File: src/dpram_pkg.sv
// ######################################
// dpram_pkg
// shared widths, word types and the write
// request carried from the write port to
// the memory and the read port
// ######################################

`default_nettype none

package dpram_pkg;

    // logical memory geometry
    localparam int DATA_W = 64;          // word width
    localparam int ADDR_W = 9;           // 512 words
    localparam int BE_W   = DATA_W / 8;  // one enable per byte lane

    // one memory word
    typedef logic [DATA_W-1:0] data_t;

    // one word address
    typedef logic [ADDR_W-1:0] addr_t;

    // byte enables, one bit per lane
    typedef logic [BE_W-1:0] be_t;

    // registered write request
    typedef struct packed {
        addr_t addr;  // word address
        data_t data;  // write data
        data_t mask;  // bit mask, one bit per data bit
    } wr_req_t;

endpackage

`default_nettype wire

File: src/wr_port.sv
// ######################################
// wr_port
// registers a write request and expands
// the byte enables into a bit mask
// ######################################

`timescale 1ns/100ps
`default_nettype none

module wr_port (
    input  wire              clk,
    input  wire              reset,
    input  wire              wr_en,      // write strobe
    input  dpram_pkg::addr_t wr_addr,
    input  dpram_pkg::be_t   wr_be,      // byte enables
    input  dpram_pkg::data_t wr_data,
    output logic             wr_req_en,  // qualifies wr_req
    output dpram_pkg::wr_req_t wr_req
);

    dpram_pkg::data_t mask_d;  // expanded byte enables
    logic             wr_go;   // write with at least one lane

    // each enable covers the eight bits of its lane
    always_comb begin
        mask_d = '0;
        for (int i = 0; i < dpram_pkg::BE_W; i++) begin
            mask_d[8*i +: 8] = {8{wr_be[i]}};
        end
    end

    assign wr_go = wr_en & (|wr_be);  // empty writes stop here

    always_ff @(posedge clk) begin
        if (reset) begin
            wr_req_en <= 1'b0;
        end else begin
            wr_req_en <= wr_go;
        end
    end

    // payload only moves with a real write
    always_ff @(posedge clk) begin
        if (wr_go) begin
            wr_req.addr <= wr_addr;
            wr_req.data <= wr_data;
            wr_req.mask <= mask_d;
        end
    end

endmodule

`default_nettype wire

File: config.mk
export PLATFORM = sky130hd
export DESIGN_NAME = wr_port
export DESIGN_NICKNAME = d
export VERILOG_FILES = /design/src/dpram_pkg.sv /design/src/wr_port.sv
export SDC_FILE = /design/constraint.sdc
export NUM_CORES = 1
export LEC_CHECK = 0
export BUFFER_PORTS_ARGS = -buffer_cell sky130_fd_sc_hd__clkbuf_2
export CAP_MARGIN = 20
export CORE_ASPECT_RATIO = 0.5
export CORE_MARGIN = 4
export CORE_UTILIZATION = 36
export CTS_CLUSTER_DIAMETER = 120
export DETAILED_ROUTE_END_ITERATION = 10
export PLACE_DENSITY = 0.82
export SLEW_MARGIN = 20
export SYNTH_ARGS = -nofsm -noshare
export SYNTH_HDL_FRONTEND = slang
export SYNTH_SLANG_ARGS = --single-unit
File: constraint.sdc
create_clock -name clk -period 5.3 [get_ports clk]
set_input_delay 0.795 -clock clk [delete_from_list [all_inputs] [get_ports clk]]
set_output_delay 0.795 -clock clk [all_outputs]
set_load 0.03 [all_outputs]
# Word-level counts from Yosys, hierarchy flattened
# Index checks and enable logic that the tools add are counted.
totals:
  regBits: 131
  in_bits: 84
  elab_cells: 6
classes:
  bitwise_logic: 1
  n_reduce_logical: 1
ops:
  columns: ["cell", "count"]
  rows:
  - ["$reduce_or A8 Y1", 1]
  - ["$and A1 B1 Y1", 1]

# Longest topological paths before layout
logic_depth:
  word_depth: 2
  ltp_mapped: 2

# Least setup slack after synthesis
# No wires, ideal clock.
synth_timing:
  path_type: "input-to-reg"
  start: "input port wr_be[4]"
  end: "register wr_req[100] (netlist bit), enable pin"
  setup_ns: 0.541
  arrival_time_ns: 4.691
  required_time_ns: 4.759
  setup_slack_ns: 0.068
  cell_stages: 2
  path_cell_list: "nor4_1 a21boi_1"
synth_between:
  elab_chain_len: 2
synth_lines:
  columns: ["item", "line", "source"]
  rows:
  - ["start, declared", "wr_port.sv:15", "input dpram_pkg::be_t wr_be,"]
  - ["$reduce_or A8 Y1", "wr_port.sv:32", "assign wr_go = wr_en & (|wr_be);"]
  - ["$and A1 B1 Y1", "wr_port.sv:32", null]
  - ["named net wr_go", "wr_port.sv:22", "logic wr_go;"]
  - ["end, declared", "wr_port.sv:18", "output dpram_pkg::wr_req_t wr_req"]
# The timed path passes the listed nets, and every way through them passes these cells.
# A chain may end at the register's enable or synchronous reset.

# Worst setup path in the final report
layout_timing:
  start: "input port wr_be[5]"
  end: "register wr_req[110] (netlist bit), enable pin"
# The elaborated chain is that of the path after synthesis.

==> results.cfg <==
[timing]
finalSetupViolCount = 0
slew_headroom_pct = 46.3
finalCriticalPeriod_ps = 2410
final.period_utilization_pct = 45.4
tightest_slew_ps = 799
hold_viol = 0
tns_ps = 0
drv_slew = 0
fmax_mhz = 416
rsz0062_at_grt = false

[setup_path]
worst_setup_path_start_kind = primary input
cp_data_arrival_time_ps = 2400
crit_fanout = 63
worstSetupEndpoint = wr_req[110]$_DFFE_PP_
crit_type = primary input to register
required_ps = 5290
worstSetupEndpointType = register
crit_start = wr_be[5]

[global_route]
antenna_found_initial = 0
grt_pass1_vias = 1727
grt_pass1_wl_um = 9700
grt_usage_pct = 14.0
gr-total-overflow = 0
grt_start_max_net_pins = 64

[cells_and_area]
area.growth.synth_to_final_pct = 39.6
num_antenna_cells = 0
drive_above_1_share_pct = 73.5
fin_nets = 404

[power]
report.power.total_uw = 1720
power_density_nw_per_um2 = 424
p_leak_uw = 0.00189
vdd_drop_max_v = 0.000155

[placement]
gp_congestion = 0.785
portBuffers = 221

[synthesis]
synth_cell_types = 7
postSynthAreaPerCell_um2 = 20.3
synth_area_leader_cell = edfxtp_1
synth_nets = 227
synth-edff-count = 81
synth-async-reset-ratio_pct = 0
synth_seq_cells = 82
yosysMostFrequentCell = edfxtp_1
netlist_area_um2 = 2900
synth_ff_type = edfxtp_1
yosysTopAreaCellShare_pct = 83.8
synthTopCellsByArea = edfxtp_1 84%, buf_4 14%, dfxtp_1 0.69%
ys_warn_count = 0
synthCells = 143
synth_common_cells = 81 x edfxtp_1, 56 x buf_4, 2 x nor4_1
yosysSeqAreaShare_pct = 84.4

[job]
maxCapViolCount = 0

[floorplanning]
core.rowCount = 22
core-area_um2 = 7570
die_h_um = 71.5
die_x_um = 135
die_area_um2 = 9650
design.portCount = 222
initial_core_util_pct = 38.4

[detailed_routing]
drt_iter0_drc = 77
vias = 1780
wl_per_cell_um = 16.5
drt-vias-per-instance = 4.11
ant_nets = 0
drtPass1Iterations = 4
totalWireLength_um = 7140
drcViolationCount = 0

[cts]
h-tree-depth = 3
numCtsBuffers = 9
cts_buffer_depth = 2
cts.reportedPaths.clkPinSlew_ps = 60
cts_tree = done
cts-root-buf = clkbuf_16
cts_resized = 0
hold_buffers = 0
post_cts_buffers = 0
numClockSinks = 82

[run_status]
status = complete, no violations

[worst_hold_path]
whs_path_depth = 1
hp-class = primary input to register
-- worst min-delay path by stage --
| stage | startpoint | to |
|---|---|---|
| finish | wr_data[35] | wr_req[99]$_DFFE_PP_ |
| global route | wr_data[35] | wr_req[99]$_DFFE_PP_ |
| CTS | wr_data[35] | wr_req[99]$_DFFE_PP_ |
| detailed placement | wr_data[24] | wr_req[88]$_DFFE_PP_ |
| global placement | wr_addr[3] | wr_req[131]$_DFFE_PP_ |
| floorplan | wr_data[36] | wr_req[100]$_DFFE_PP_ |
-- cell usage in the layout, fill, tap and decap left out --
cell type / synthesis / layout
clkbuf_2: 0 / 221
buf_4: 56 / 1
a21oi_1: 1 / 1
clkinvlp_4: 0 / 1
clkinv_4: 0 / 1
inv_6: 0 / 3
a21boi_4: 0 / 1
nor4_1: 2 / 2
inv_8: 0 / 1
nand2b_1: 1 / 1
dfxtp_1: 1 / 1
clkbuf_16: 0 / 9
bufinv_16: 0 / 1
edfxtp_1: 81 / 81
-- state kept, by name, indices dropped and copies added, names as in the netlist --
register,count
wr_req_en,1
wr_req,81
-- power breakdown --
part,total (uW),switching [uW],internal (uW)
registers,794,22.1,771
clock network,622,248,373
logic,304,229,75.4
-- kinds of logic (layout without fill, tap and decap cells) --
kind of cell / after synthesis / count (layout) / synth area share (%)
compound gates: 2 / 2 / 0.431
flops: 82 / 82 / 84.4
simple gates: 3 / 3 / 0.646
buf+inv: 56 / 238 / 14.5
-- per-stage QoR --
step | setup WS, ps | hold WS [ps] | cells | util (%) | cell area (um2)
CTS | 2830 | 627 | 433 | 53.5 | 4050
finish | 2890 | 640 | 433 | 53.5 | 4050
detailed placement | 2490 | 974 | 417 | 49.5 | 3740
global placement | 2540 | 971 | 417 | 49.5 | 3740
global route | 2760 | 616 | 433 | 53.5 | 4050
floorplan | 67.8 | 894 | 143 | - | 2900
-- area by class of cell --
cell class              count  area [um2]
clock inverters             7        83.8
repair buffers            222        1110
flip-flops and latches     82        2450
well taps                 108         135
fillers                   629        3520
clock buffers               9         225
multi-input cells           5        42.5
-- worst max-delay path, cell delays in order --
cell      delay (ps)
clkbuf_2          90
nor4_1           700
a21boi_4         320
buf_4            450
-- layer usage --
metal / part of all wire, % / track usage (%)
met5: 0 / 0
met4: 1.9 / 5.81
met2: 60 / 28.7
met3: 5.6 / 4.91
met1: 32 / 12.4
No activity file was read; power rests on OpenSTA's default activity.
